`config.mk`:
```
export PLATFORM = sky130hd
export DESIGN_NAME = bus_controller_flat
export DESIGN_NICKNAME = d
export VERILOG_FILES = /design/src/source/soc_pkg.sv /design/src/source/device_bus_if.sv /design/src/source/bus_controller.sv /design/src/flat_wrapper.sv
export SDC_FILE = /design/constraint.sdc
export NUM_CORES = 1
export LEC_CHECK = 0
export BUFFER_PORTS_ARGS = -buffer_cell sky130_fd_sc_hd__buf_2
export CORE_AREA = 4 4 158 160
export DETAILED_ROUTE_END_ITERATION = 16
export DIE_AREA = 0 0 162 164
export PLACE_DENSITY_LB_ADDON = 0.2
export SLEW_MARGIN = 15
export SYNTH_ARGS = -nofsm -noshare
export SYNTH_HDL_FRONTEND = slang
export SYNTH_SLANG_ARGS = --single-unit
export TNS_END_PERCENT = 5
```
`constraint.sdc`:
```
create_clock -name clock -period 5.7 [get_ports clock]
set_input_delay 0.57 -clock clock [delete_from_list [all_inputs] [get_ports clock]]
set_output_delay 0.57 -clock clock [all_outputs]
set_load 0.02 [all_outputs]
```
`src/source/soc_pkg.sv`:
```
// Address map, data widths, register offsets and bus states shared by all subsystem RTL
package soc_pkg;

  // --------------------------------------------------------------------------
  // Bus widths
  // --------------------------------------------------------------------------

  typedef logic [31:0] bus_addr_t;
  typedef logic [31:0] bus_data_t;
  typedef logic [3:0]  bus_strobe_t;
  typedef logic [9:0]  ram_index_t;
  typedef logic [4:0]  reg_offset_t;

  localparam int GPIO_WIDTH = 8;

  typedef logic [GPIO_WIDTH-1:0] gpio_t;

  // --------------------------------------------------------------------------
  // Address map
  // --------------------------------------------------------------------------

  localparam bus_addr_t RAM_BASE   = 32'h0000_0000;
  localparam bus_addr_t RAM_SIZE   = 32'd4096;
  localparam bus_addr_t TIMER_BASE = 32'h8001_0000;
  localparam bus_addr_t TIMER_SIZE = 32'd32;
  localparam bus_addr_t GPIO_BASE  = 32'h8002_0000;
  localparam bus_addr_t GPIO_SIZE  = 32'd32;

  // One RAM word per four bytes of region
  localparam int RAM_WORDS = RAM_SIZE / 4;

  // Timer registers
  localparam reg_offset_t TIMER_CTRL_OFS     = 5'h00;
  localparam reg_offset_t TIMER_MTIME_LO_OFS = 5'h04;
  localparam reg_offset_t TIMER_MTIME_HI_OFS = 5'h08;
  localparam reg_offset_t TIMER_CMP_LO_OFS   = 5'h0C;
  localparam reg_offset_t TIMER_CMP_HI_OFS   = 5'h10;

  // GPIO registers
  localparam reg_offset_t GPIO_IN_OFS  = 5'h00;
  localparam reg_offset_t GPIO_OE_OFS  = 5'h04;
  localparam reg_offset_t GPIO_OUT_OFS = 5'h08;
  localparam reg_offset_t GPIO_SET_OFS = 5'h0C;
  localparam reg_offset_t GPIO_CLR_OFS = 5'h10;

  // Bus controller FSM
  typedef enum logic [1:0] {
    IDLE,
    ISSUE,
    COMPLETE
  } bus_state_e;

endpackage
```
`src/source/device_bus_if.sv`:
```
// One device port of the system bus, connecting the bus controller to a single device
`timescale 1ns/1ps

interface device_bus_if;

  logic                 read_request;
  logic                 write_request;
  soc_pkg::bus_addr_t   offset;
  soc_pkg::reg_offset_t reg_offset;
  soc_pkg::bus_data_t   write_data;
  soc_pkg::bus_strobe_t write_strobe;
  soc_pkg::bus_data_t   read_data;
  logic                 read_response;
  logic                 write_response;

  // Register devices only decode the low offset bits
  assign reg_offset = offset[$bits(soc_pkg::reg_offset_t)-1:0];

  modport controller (
    output read_request, write_request, offset, write_data, write_strobe,
    input  read_data, read_response, write_response
  );

  modport device (
    input  read_request, write_request, offset, reg_offset, write_data, write_strobe,
    output read_data, read_response, write_response
  );

endinterface

```
`src/source/bus_controller.sv`:
```
// Decodes each manager access, issues it to one device and returns the response two cycles later
`timescale 1ns/1ps

module bus_controller (
  input  logic                 clock,
  input  logic                 reset,
  input  soc_pkg::bus_addr_t   rw_address_i,
  input  logic                 read_request_i,
  input  logic                 write_request_i,
  input  soc_pkg::bus_data_t   write_data_i,
  input  soc_pkg::bus_strobe_t write_strobe_i,
  output soc_pkg::bus_data_t   read_data_o,
  output logic                 read_response_o,
  output logic                 write_response_o,
  device_bus_if.controller     ram_bus,
  device_bus_if.controller     timer_bus,
  device_bus_if.controller     gpio_bus
);

  function automatic logic in_region(soc_pkg::bus_addr_t addr, soc_pkg::bus_addr_t base,
                                     soc_pkg::bus_addr_t size);
    return (addr >= base) && ((addr - base) < size);
  endfunction

  soc_pkg::bus_state_e  state_q;
  logic                 wait_q;
  logic                 write_q;
  logic                 sel_ram_q;
  logic                 sel_timer_q;
  logic                 sel_gpio_q;
  logic                 unmapped_q;
  soc_pkg::bus_addr_t   offset_q;
  soc_pkg::bus_data_t   wdata_q;
  soc_pkg::bus_strobe_t strobe_q;

  logic                 hit_ram;
  logic                 hit_timer;
  logic                 hit_gpio;
  soc_pkg::bus_addr_t   region_offset;
  logic                 accept;
  logic                 issue_now;
  logic                 dev_read_response;
  logic                 dev_write_response;
  soc_pkg::bus_data_t   dev_read_data;

  // --------------------------------------------------------------------------
  // Region decode
  // --------------------------------------------------------------------------

  always_comb begin
    hit_ram   = in_region(rw_address_i, soc_pkg::RAM_BASE, soc_pkg::RAM_SIZE);
    hit_timer = in_region(rw_address_i, soc_pkg::TIMER_BASE, soc_pkg::TIMER_SIZE);
    hit_gpio  = in_region(rw_address_i, soc_pkg::GPIO_BASE, soc_pkg::GPIO_SIZE);
    if (hit_timer) begin
      region_offset = rw_address_i - soc_pkg::TIMER_BASE;
    end else if (hit_gpio) begin
      region_offset = rw_address_i - soc_pkg::GPIO_BASE;
    end else begin
      region_offset = rw_address_i - soc_pkg::RAM_BASE;
    end
  end

  // New accesses are taken in IDLE only
  assign accept = (state_q == soc_pkg::IDLE) && (read_request_i || write_request_i);

  // Device request pulses in the first ISSUE cycle only
  assign issue_now = (state_q == soc_pkg::ISSUE) && wait_q;

  // --------------------------------------------------------------------------
  // FSM and manager response
  // --------------------------------------------------------------------------

  always_ff @(posedge clock or posedge reset) begin
    if (reset) begin
      state_q          <= soc_pkg::IDLE;
      wait_q           <= 1'b0;
      write_q          <= 1'b0;
      sel_ram_q        <= 1'b0;
      sel_timer_q      <= 1'b0;
      sel_gpio_q       <= 1'b0;
      unmapped_q       <= 1'b0;
      read_response_o  <= 1'b0;
      write_response_o <= 1'b0;
      read_data_o      <= '0;
    end else begin
      read_response_o  <= 1'b0;
      write_response_o <= 1'b0;
      read_data_o      <= '0;
      case (state_q)
        soc_pkg::ISSUE: begin
          if (wait_q) begin
            wait_q <= 1'b0;
          end else begin
            state_q          <= soc_pkg::COMPLETE;
            // Unmapped accesses complete on their own with zero data
            read_response_o  <= dev_read_response || (unmapped_q && !write_q);
            write_response_o <= dev_write_response || (unmapped_q && write_q);
            read_data_o      <= dev_read_response ? dev_read_data : '0;
          end
        end
        default: begin
          if (accept) begin
            state_q     <= soc_pkg::ISSUE;
            wait_q      <= 1'b1;
            write_q     <= write_request_i;
            sel_ram_q   <= hit_ram;
            sel_timer_q <= hit_timer;
            sel_gpio_q  <= hit_gpio;
            unmapped_q  <= !(hit_ram || hit_timer || hit_gpio);
          end else begin
            state_q <= soc_pkg::IDLE;
          end
        end
      endcase
    end
  end

  // Access payload
  always_ff @(posedge clock) begin
    if (accept) begin
      offset_q <= region_offset;
      wdata_q  <= write_data_i;
      strobe_q <= write_strobe_i;
    end
  end

  // --------------------------------------------------------------------------
  // Device ports
  // --------------------------------------------------------------------------

  always_comb begin
    dev_read_response  = 1'b0;
    dev_write_response = 1'b0;
    dev_read_data      = '0;
    if (sel_ram_q) begin
      dev_read_response  = ram_bus.read_response;
      dev_write_response = ram_bus.write_response;
      dev_read_data      = ram_bus.read_data;
    end else if (sel_timer_q) begin
      dev_read_response  = timer_bus.read_response;
      dev_write_response = timer_bus.write_response;
      dev_read_data      = timer_bus.read_data;
    end else if (sel_gpio_q) begin
      dev_read_response  = gpio_bus.read_response;
      dev_write_response = gpio_bus.write_response;
      dev_read_data      = gpio_bus.read_data;
    end
  end

  assign ram_bus.read_request    = issue_now && sel_ram_q && !write_q;
  assign ram_bus.write_request   = issue_now && sel_ram_q && write_q;
  assign ram_bus.offset          = offset_q;
  assign ram_bus.write_data      = wdata_q;
  assign ram_bus.write_strobe    = strobe_q;

  assign timer_bus.read_request  = issue_now && sel_timer_q && !write_q;
  assign timer_bus.write_request = issue_now && sel_timer_q && write_q;
  assign timer_bus.offset        = offset_q;
  assign timer_bus.write_data    = wdata_q;
  assign timer_bus.write_strobe  = strobe_q;

  assign gpio_bus.read_request   = issue_now && sel_gpio_q && !write_q;
  assign gpio_bus.write_request  = issue_now && sel_gpio_q && write_q;
  assign gpio_bus.offset         = offset_q;
  assign gpio_bus.write_data     = wdata_q;
  assign gpio_bus.write_strobe   = strobe_q;

endmodule

```
`src/flat_wrapper.sv`:
```
// flat-port wrapper written by rule: the top's interface ports become plain ports
module bus_controller_flat 
  (clock, reset, rw_address_i, read_request_i, write_request_i, write_data_i, write_strobe_i, read_data_o, read_response_o, write_response_o, ram_bus_read_request, ram_bus_write_request, ram_bus_offset, ram_bus_write_data, ram_bus_write_strobe, ram_bus_read_data, ram_bus_read_response, ram_bus_write_response, timer_bus_read_request, timer_bus_write_request, timer_bus_offset, timer_bus_write_data, timer_bus_write_strobe, timer_bus_read_data, timer_bus_read_response, timer_bus_write_response, gpio_bus_read_request, gpio_bus_write_request, gpio_bus_offset, gpio_bus_write_data, gpio_bus_write_strobe, gpio_bus_read_data, gpio_bus_read_response, gpio_bus_write_response);
  device_bus_if ram_bus_i ();
  device_bus_if timer_bus_i ();
  device_bus_if gpio_bus_i ();
  input  logic clock;
  input  logic reset;
  input  soc_pkg::bus_addr_t rw_address_i;
  input  logic read_request_i;
  input  logic write_request_i;
  input  soc_pkg::bus_data_t write_data_i;
  input  soc_pkg::bus_strobe_t write_strobe_i;
  output soc_pkg::bus_data_t read_data_o;
  output logic read_response_o;
  output logic write_response_o;
  output wire logic [$bits(ram_bus_i.read_request)-1:0] ram_bus_read_request;
  output wire logic [$bits(ram_bus_i.write_request)-1:0] ram_bus_write_request;
  output wire logic [$bits(ram_bus_i.offset)-1:0] ram_bus_offset;
  output wire logic [$bits(ram_bus_i.write_data)-1:0] ram_bus_write_data;
  output wire logic [$bits(ram_bus_i.write_strobe)-1:0] ram_bus_write_strobe;
  input wire logic [$bits(ram_bus_i.read_data)-1:0] ram_bus_read_data;
  input wire logic [$bits(ram_bus_i.read_response)-1:0] ram_bus_read_response;
  input wire logic [$bits(ram_bus_i.write_response)-1:0] ram_bus_write_response;
  output wire logic [$bits(timer_bus_i.read_request)-1:0] timer_bus_read_request;
  output wire logic [$bits(timer_bus_i.write_request)-1:0] timer_bus_write_request;
  output wire logic [$bits(timer_bus_i.offset)-1:0] timer_bus_offset;
  output wire logic [$bits(timer_bus_i.write_data)-1:0] timer_bus_write_data;
  output wire logic [$bits(timer_bus_i.write_strobe)-1:0] timer_bus_write_strobe;
  input wire logic [$bits(timer_bus_i.read_data)-1:0] timer_bus_read_data;
  input wire logic [$bits(timer_bus_i.read_response)-1:0] timer_bus_read_response;
  input wire logic [$bits(timer_bus_i.write_response)-1:0] timer_bus_write_response;
  output wire logic [$bits(gpio_bus_i.read_request)-1:0] gpio_bus_read_request;
  output wire logic [$bits(gpio_bus_i.write_request)-1:0] gpio_bus_write_request;
  output wire logic [$bits(gpio_bus_i.offset)-1:0] gpio_bus_offset;
  output wire logic [$bits(gpio_bus_i.write_data)-1:0] gpio_bus_write_data;
  output wire logic [$bits(gpio_bus_i.write_strobe)-1:0] gpio_bus_write_strobe;
  input wire logic [$bits(gpio_bus_i.read_data)-1:0] gpio_bus_read_data;
  input wire logic [$bits(gpio_bus_i.read_response)-1:0] gpio_bus_read_response;
  input wire logic [$bits(gpio_bus_i.write_response)-1:0] gpio_bus_write_response;
  assign ram_bus_read_request = ram_bus_i.read_request;
  assign ram_bus_write_request = ram_bus_i.write_request;
  assign ram_bus_offset = {>>{ram_bus_i.offset}};
  assign ram_bus_write_data = ram_bus_i.write_data;
  assign ram_bus_write_strobe = ram_bus_i.write_strobe;
  assign ram_bus_i.read_data = ram_bus_read_data;
  assign ram_bus_i.read_response = ram_bus_read_response;
  assign ram_bus_i.write_response = ram_bus_write_response;
  assign timer_bus_read_request = timer_bus_i.read_request;
  assign timer_bus_write_request = timer_bus_i.write_request;
  assign timer_bus_offset = {>>{timer_bus_i.offset}};
  assign timer_bus_write_data = timer_bus_i.write_data;
  assign timer_bus_write_strobe = timer_bus_i.write_strobe;
  assign timer_bus_i.read_data = timer_bus_read_data;
  assign timer_bus_i.read_response = timer_bus_read_response;
  assign timer_bus_i.write_response = timer_bus_write_response;
  assign gpio_bus_read_request = gpio_bus_i.read_request;
  assign gpio_bus_write_request = gpio_bus_i.write_request;
  assign gpio_bus_offset = {>>{gpio_bus_i.offset}};
  assign gpio_bus_write_data = gpio_bus_i.write_data;
  assign gpio_bus_write_strobe = gpio_bus_i.write_strobe;
  assign gpio_bus_i.read_data = gpio_bus_read_data;
  assign gpio_bus_i.read_response = gpio_bus_read_response;
  assign gpio_bus_i.write_response = gpio_bus_write_response;
  bus_controller u_core (.clock(clock), .reset(reset), .rw_address_i(rw_address_i), .read_request_i(read_request_i), .write_request_i(write_request_i), .write_data_i(write_data_i), .write_strobe_i(write_strobe_i), .read_data_o(read_data_o), .read_response_o(read_response_o), .write_response_o(write_response_o), .ram_bus(ram_bus_i), .timer_bus(timer_bus_i), .gpio_bus(gpio_bus_i));
endmodule
```
; ---- Word level (Yosys, flattened, before mapping)
; Index checks and enable logic that the tools add are counted.
[word_totals]
output_inout_bits = 244
ff_bits = 110
[op_classes]
n_mux = 23
bitwise = 1
eq_ne = 2
n_reduce_logical = 26
magnitude_cmp = 6
n_addsub = 2
[ops]
columns = operator, count
row1 = 32-bit 2-to-1 mux, 8
row2 = 32-bit >= comparator (second input constant), 2
row3 = 32-bit by 6-bit < comparator with 1-bit output (second input constant), 2
row4 = 32-bit subtractor (second input constant), 2
row5 = 32-bit by 1-bit >= comparator with 1-bit output (second input constant), 1
row6 = 32-bit by 13-bit < comparator with 1-bit output (second input constant), 1
row7 = 1-bit logical AND, 16
row8 = 1-bit 2-to-1 mux, 13
row9 = 1-bit logical OR, 5
row10 = 2-bit 2-to-1 mux, 2
row11 = 2-bit by 1-bit == test with 1-bit output (second input constant), 1
row12 = 1-bit zero test, 2
row13 = 2-bit zero test, 1
row14 = 2-bit inequality test (second input constant), 1
row15 = 2-bit AND reduction, 1
row16 = 2-bit nonzero test, 1
row17 = 1-bit NOT, 1

; ---- Longest topological paths before layout
; Gate-level depths: netlist (run 1).
[depth]
word_depth = 6
mapped_depth = 7
depth_no_buf = 7

; ---- Worst setup path before layout (run 1)
; OpenSTA, ideal clock, no wires.
[synth_timing]
kind = input to register
startpoint = input write_request_i
endpoint = register u_core.sel_gpio_q
setup_time_ns = 0.128
required_ns = 5.572
n_path_buf = 0
cell_stages = 3
t_arrival_ns = 2.567
path_slack_ns = 3.004
cell_sequence = o21ai_1 > inv_1 > mux2_2
[synth_via]
elab_chain_cells = 3
[synth_rtl]
columns = element, line
row1 = "start, declared", flat_wrapper.sv:11  ; input logic write_request_i;
row2 = 1-bit logical OR, bus_controller.sv:64  ; assign accept = (state_q == soc_pkg::IDLE) && (read_request_i || write_request_i);
row3 = 1-bit logical AND, bus_controller.sv:64
row4 = via u_core.accept, bus_controller.sv:40  ; logic accept;
row5 = 2-bit AND reduction (no line), n/a
row6 = "end signal, assigned", bus_controller.sv:108  ; sel_gpio_q <= hit_gpio;
row7 = "end, declared", bus_controller.sv:30  ; logic sel_gpio_q;
; The timed path passes the listed nets, and every way through them passes these cells.
; A chain may end at the register's enable or synchronous reset.

; ---- Worst setup path after layout (run 1)
[layout_timing]
startpoint = input rw_address_i[17]
endpoint = register u_core.offset_q[18] (netlist: u_core.gpio_bus.offset[18]), data pin
[layout_via]
elab_chain_cells = 5
word_cells_on_any_way = 10
cone_classes = add/sub (2) / order compare (4) / mux (2) / reduce/logical (2)
[layout_rtl]
columns = element, line
row1 = "start, declared", flat_wrapper.sv:9  ; input soc_pkg::bus_addr_t rw_address_i;
row2 = 32-bit subtractor, "bus_controller.sv:22, bus_controller.sv:57"
row3 = 32-bit by 6-bit < comparator with 1-bit output, bus_controller.sv:22  ; return (addr >= base) && ((addr - base) < size);
row4 = 1-bit logical AND, bus_controller.sv:22
row5 = 32-bit 2-to-1 mux, bus_controller.sv:56  ; end else if (hit_gpio) begin
row6 = 32-bit 2-to-1 mux *, bus_controller.sv:54  ; if (hit_timer) begin
row7 = via u_core.region_offset[18], bus_controller.sv:39  ; soc_pkg::bus_addr_t region_offset;
row8 = "end signal, assigned", bus_controller.sv:121  ; offset_q <= region_offset;
row9 = "end, declared", bus_controller.sv:32  ; soc_pkg::bus_addr_t offset_q;
; Mark *: on every way through the listed nets, which the timed path passes. The rest lies on a longest branch.

==> results.sh, run 1 <==
export IMPL_whs_ns=0.389
export IMPL_path_cells="buf_2 -> inv_1 -> ha_1 -> or3b_2 -> nor4_1 -> nand3_1 -> nor4_4 -> nor3_1"
export IMPL_fill_cells=2522
export IMPL_synth_ff_latch_count=110
export IMPL_detail_route_wl_per_cell_um=17.9
export IMPL_io_buffers=417
export IMPL_ir_drop_uv=168
export IMPL_tightestPinTransition_ns=0.900
export IMPL_end_kind="flip-flop"
export IMPL_grt_pass1_vias=4623
export IMPL_h_tree_depth=3
export IMPL_antenna_found_initial=2
export IMPL_drtIter0Drc=170
export IMPL_crit_slowest_cell="or3b_2"
export IMPL_grt_overflow=0
export IMPL_synthArstFlopShare_pct=38.2
export IMPL_relSlewSlack_pct=39.9
export IMPL_nets=973
export IMPL_clock_tree_root_cell="clkbuf_16"
export IMPL_routed_wl_um=20000
export IMPL_place_gp_congestion=0.826
export IMPL_status="finished, final reports clean"
export IMPL_core_area_um2=23400
export IMPL_cap_viol_max_count=0
export IMPL_seqCellArea_um2=3090
export IMPL_criticalPathCategory="input port to flip-flop"
export IMPL_fin_crit_ns=2.39
export IMPL_clockBufferDepth=2
export IMPL_hold_violations=0
export IMPL_vias_per_cell=4.14
export IMPL_synth_top_area_share_pct=35.9
export IMPL_fp_dieW_um=162
export IMPL_rsz0062_at_grt="false"
export IMPL_syn_inst=523
export IMPL_final_cell_mix="417 x buf_2, 70 x nor2_1, 68 x edfxtp_1"
export IMPL_grt_use_total_pct=14.1
export IMPL_grt_pass1_wl_um=27900
export IMPL_ys_top_cells_by_area="edfxtp_1 36%, dfrtp_1 18%, buf_4 18%"
export IMPL_initial_core_util_pct=24.3
export IMPL_power_w=0.00309
export IMPL_drc=0
export IMPL_yosys_cell_types_count=48
export IMPL_seq_area_frac_synth_pct=54.3
export IMPL_area_delta_synth_final_pct=29.5
export IMPL_netlist_area_um2=5690
export IMPL_rows=56
export IMPL_top_layer="met5"
export IMPL_cts_setup_buffers=0
export IMPL_cp_slowest_stage_delay_ns=0.44
export IMPL_clock_latency_ns=0.35
export IMPL_worst_slack_ns=3.31
export IMPL_ant_nets=0
export IMPL_r2r_slack_ns=3.49
export IMPL_final_common_cell="buf_2"
export IMPL_hpwl_um=16100
export IMPL_final_max_slew_viol_count=0
export IMPL_post_place_ws_ns=3.00
export IMPL_synth_edf_count=68
export IMPL_critPathMaxFanout=8
export IMPL_critPathTopFamily="simple AND/OR/NAND/NOR gates"
export IMPL_ctsHoldBuffers=0
export IMPL_synthFlopType="edfxtp_1"
export IMPL_route_met3_wl_um=1530
export IMPL_drt_first_pass_iters=4
export IMPL_finalSetupTns_ns=0
export IMPL_timing_fmax_mhz=418
export IMPL_crit_buf_inv=2
export IMPL_syn_area_per_cell_um2=10.9
export IMPL_cp_arrival_ns=2.47
export IMPL_die_h_um=164
export IMPL_cts_buffers=9
export IMPL_io_pins=418
export IMPL_die_area_um2=26600
export IMPL_final_setup_skew_ns=0.00359
export IMPL_post_cts_resized=0
export IMPL_cp_required_ns=5.78
export IMPL_synth_top_cell_by_area="edfxtp_1"
export IMPL_wl_met2_um=10700
export IMPL_cts_tree="built"
export IMPL_routed_via_count=4620
export IMPL_clock_sinks=110
export IMPL_multi_input_area_um2=1440
export IMPL_grt_max_degree=72
export IMPL_startpoint_type="input port"
export IMPL_fin_area_um2=7370
export IMPL_m1WireLength_um=7420
export IMPL_hold_class="input port to flip-flop"
export IMPL_setup_viol=0
export IMPL_clk_pin_slew_ns=0.07
export IMPL_p_per_area_nw_per_um2=419
export IMPL_placed_area_um2=7090
export IMPL_p_leak_nw=3.59
export IMPL_min_period_over_period_pct=41.9
export IMPL_yosysWarnings=0
export IMPL_syn_nets=704
export IMPL_drive_gt1_share_pct=56.8
-- kinds of logic after synthesis --
family | count (synthesis) | share of synthesized area, %
buffers and inverters | 174 | 20.5
AND/OR/NAND/NOR | 140 | 12.9
flip-flops | 110 | 54.3
AO/OA/AOI/OAI | 83 | 9.32
XOR/XNOR | 8 | 1.23
adder cells (fa/ha/maj) | 7 | 1.54
multiplexers | 1 | 0.198
-- worst register-to-register path, delay by kind of cell, from the launching register on --
kind	cells	cell delay (ns)
AO/OA/AOI/OAI	1	0.26
AND/OR/NAND/NOR	1	0.16
multiplexers	1	0.42
flip-flops	1	0.39
buffers and inverters	2	0.87
-- synth_stat cells (6+ instances only) --
| library cell | instances |
|---|---|
| nand2_1 | 12 |
| clkbuf_1 | 23 |
| ha_1 | 7 |
| a22oi_1 | 32 |
| edfxtp_1 | 68 |
| inv_1 | 10 |
| and3_1 | 6 |
| xnor2_1 | 6 |
| nor4_1 | 7 |
| a21oi_1 | 35 |
| dfrtp_1 | 42 |
| nor2_1 | 70 |
| buf_4 | 137 |
-- through the flow --
step                      std cells  utilization (%)
after floorplan                 523                -
after global placement         1100             30.3
after detailed placement       1100             30.3
after CTS                      1116             31.5
after global routing           1117             31.5
final                          1117             31.5
-- layer usage --
| layer | track usage (%) | vias up |
|---|---|---|
| met5 | 0 | - |
| met1 | 15.6 | 2130 |
| met4 | 4.23 | 2 |
| met3 | 3.46 | 21 |
| met2 | 26.6 | 245 |
| li1 | - | 2222 |
-- final timing paths --
check | cells past startpoint | startpoint | endpoint
max | 8 | rw_address_i[17] | u_core.gpio_bus.offset[18]
min | 1 | write_data_i[4] | u_core.gpio_bus.write_data[4]
max reg2reg | 5 | u_core.state_q[0] | u_core.sel_gpio_q
min reg2reg | 2 | u_core.wait_q | u_core.wait_q
max in group asynchronous | 2 | reset | u_core.sel_ram_q
min in group asynchronous | 2 | reset | u_core.read_data_o[20]
-- state kept, by name (all words and copies together), names as in the netlist --
name	cells
u_core.gpio_bus.offset	32
u_core.gpio_bus.write_data	32
u_core.read_data_o	32
u_core.gpio_bus.write_strobe	4
u_core.state_q	2
u_core.read_response_o	1
u_core.sel_gpio_q	1
u_core.sel_ram_q	1
u_core.sel_timer_q	1
u_core.unmapped_q	1
u_core.wait_q	1
u_core.write_q	1
u_core.write_response_o	1
-- power by group --
part	leakage [nW]	switching (W)	internal [W]
clock network	0.131	0.000300	0.000301
logic	2.23	0.000890	0.000356
registers	1.22	0.000152	0.00109
-- final cells by class --
cell class / instances / area share [%]
repair buffers: 422 / 28.8
inverters: 10 / 0.526
flip-flops and latches: 110 / 42.0
clock buffers: 10 / 3.11
multi-input cells: 239 / 19.5
diodes: 1 / 0.0339
clock inverters: 6 / 0.662
well taps: 319 / 5.41
Note: power is estimated with default switching activity, not from simulation.
==> run 2, diff against run 1 <==
- clock period: 5.7 -> 1.9 ns (I/O delays scaled with it)
==> results.sh, run 2 (synthesis gave the netlist of run 1 again) <==
export IMPL_area_delta_synth_final_pct=43.1
export IMPL_worstHoldStart="rw_address_i[6]"
export IMPL_fill_cells=2525
export IMPL_crit_slowest_cell="or4b_2"
export IMPL_cap_viol_max_count=0
export IMPL_io_pins=418
export IMPL_core_area_um2=23400
export IMPL_cp_arrival_ns=1.95
export IMPL_critPathLaunch="rw_address_i[17]"
export IMPL_io_buffers=417
export IMPL_ant_nets=0
export IMPL_cts_buffers=9
export IMPL_clock_latency_ns=0.35
export IMPL_r2r_start="u_core.sel_gpio_q"
export IMPL_multi_input_area_um2=1460
export IMPL_cp_slowest_stage_delay_ns=0.60
export IMPL_rsz0062_at_grt="false"
export IMPL_nets=1047
export IMPL_hold_violations=0
export IMPL_antenna_found_initial=2
export IMPL_p_leak_nw=3.96
export IMPL_clock_sinks=110
export IMPL_place_gp_congestion=0.799
export IMPL_r2r_slack_ns=0.25
export IMPL_path_cells="buf_2 -> inv_1 -> ha_1 -> or4b_2 -> nor4_1 -> nand3_1 -> or3_1 -> a31oi_1"
export IMPL_final_cell_mix="417 x buf_2, 69 x nor2_1, 68 x edfxtp_1"
export IMPL_p_per_area_nw_per_um2=1170
export IMPL_hpwl_um=16100
export IMPL_use_met2_pct=24.6
export IMPL_met3_usage_pct=3.34
export IMPL_met1_usage_pct=16.9
export IMPL_h_tree_depth=3
export IMPL_grt_overflow=0
export IMPL_end_kind="flip-flop"
export IMPL_worst_r2r_cell_count=6
export IMPL_setup_viol=0
export IMPL_rows=56
export IMPL_cts_tree="built"
export IMPL_final_common_cell="buf_2"
export IMPL_fin_crit_ns=1.75
export IMPL_clockBufferDepth=2
export IMPL_routed_wl_um=19700
export IMPL_criticalPathCategory="input port to flip-flop"
export IMPL_cp_required_ns=2.10
export IMPL_die_area_um2=26600
export IMPL_routed_via_count=4912
export IMPL_die_h_um=164
export IMPL_vias_per_cell=4.12
export IMPL_worst_slack_ns=0.150
export IMPL_final_setup_skew_ns=0.00704
export IMPL_drc=0
export IMPL_hold_class="input port to flip-flop"
export IMPL_min_period_over_period_pct=92.1
export IMPL_grt_max_degree=69
export IMPL_drt_first_pass_iters=4
export IMPL_grt_pass1_vias=4797
export IMPL_cts_setup_buffers=0
export IMPL_drive_gt1_share_pct=56.1
export IMPL_status="finished, final reports clean"
export IMPL_detail_route_wl_per_cell_um=16.6
export IMPL_grt_use_total_pct=13.8
export IMPL_startpoint_type="input port"
export IMPL_clock_tree_root_cell="clkbuf_16"
export IMPL_clk_pin_slew_ns=0.08
export IMPL_hold_depth=1
export IMPL_initial_core_util_pct=24.3
export IMPL_top_usage_layer="met2"
export IMPL_ir_drop_uv=529
export IMPL_tightestPinTransition_ns=0.414
export IMPL_post_place_ws_ns=-0.203
export IMPL_final_max_slew_viol_count=0
export IMPL_fp_dieW_um=162
export IMPL_grt_pass1_wl_um=28000
export IMPL_drtIter0Drc=176
export IMPL_seqCellArea_um2=3090
export IMPL_timing_fmax_mhz=571
export IMPL_final_util_pct=34.8
export IMPL_relSlewSlack_pct=72.2
export IMPL_critPathMaxFanout=3
[run 2: changes by cell type in the layout (fill, tap and decap cells not counted), sizes merged]
cell         delta
inv             +3
clkinv          -2
clkbuf          -1
buf            +33
dlygate4sd3    +41
[run 2: power breakdown]
part	switching, W	total, W	leakage, nW	internal (W)
clock network	0.000968	0.00189	0.141	0.000924
logic	0.00270	0.00395	2.60	0.00125
registers	0.000443	0.00370	1.22	0.00325
total	0.00411	0.00954	3.96	0.00543
[run 2: path summary, 6_finish.rpt]
check,endpoint
setup / recovery,u_core.gpio_bus.offset[17]
hold / removal,u_core.gpio_bus.offset[6]
setup reg to reg,u_core.read_data_o[17]
hold reg to reg,u_core.unmapped_q
max in group asynchronous,u_core.sel_ram_q
min in group asynchronous,u_core.read_data_o[17]
[run 2: timing repair]
item                       in CTS  in global routing
resized for setup               0                  1
hold endpoints to repair       80                  2
hold buffers                   39                  2
setup endpoints to repair       0                  3
[run 2: stage by stage]
step	TNS [ns]	total power (W)	cell area, um2	std cells	hold WS (ns)
3_5_place_dp	-1.73	0.00770	7450	1133	0.261
5_1_grt	0	0.0101	8150	1191	0.000318
2_1_floorplan	-5.07	0.00695	5720	523	0.289
4_1_cts	0	0.00974	8130	1188	0.000585
3_3_place_gp	-1.73	0.00769	7450	1133	0.260
6_report	0	0.00954	8150	1191	0.0308
[run 2: worst max-delay path: cells and delay by family]
family,cells,cell delay (ns)
AND/OR/NAND/NOR,4,1.28
adder cells (fa/ha/maj),1,0.16
AO/OA/AOI/OAI,1,0.13
buffers and inverters,2,0.19
[run 2: layout make-up]
type	count	area share (%)
diodes	1	0.0307
clock buffers	9	2.76
clock inverters	7	0.752
inverters	10	0.507
multi-input cells	239	17.9
flip-flops and latches	110	38.0
well taps	319	4.90
repair buffers	496	35.2
[run 2: layer usage]
| metal | vias to the layer above | routed length (um) | part of all wire (%) |
|---|---|---|---|
| li1 | 2375 | - | - |
| met1 | 2261 | 7760 | 39 |
| met2 | 258 | 10000 | 51 |
| met3 | 18 | 1660 | 8.4 |
| met4 | 0 | 257 | 1.3 |
| met5 | - | 0 | 0 |
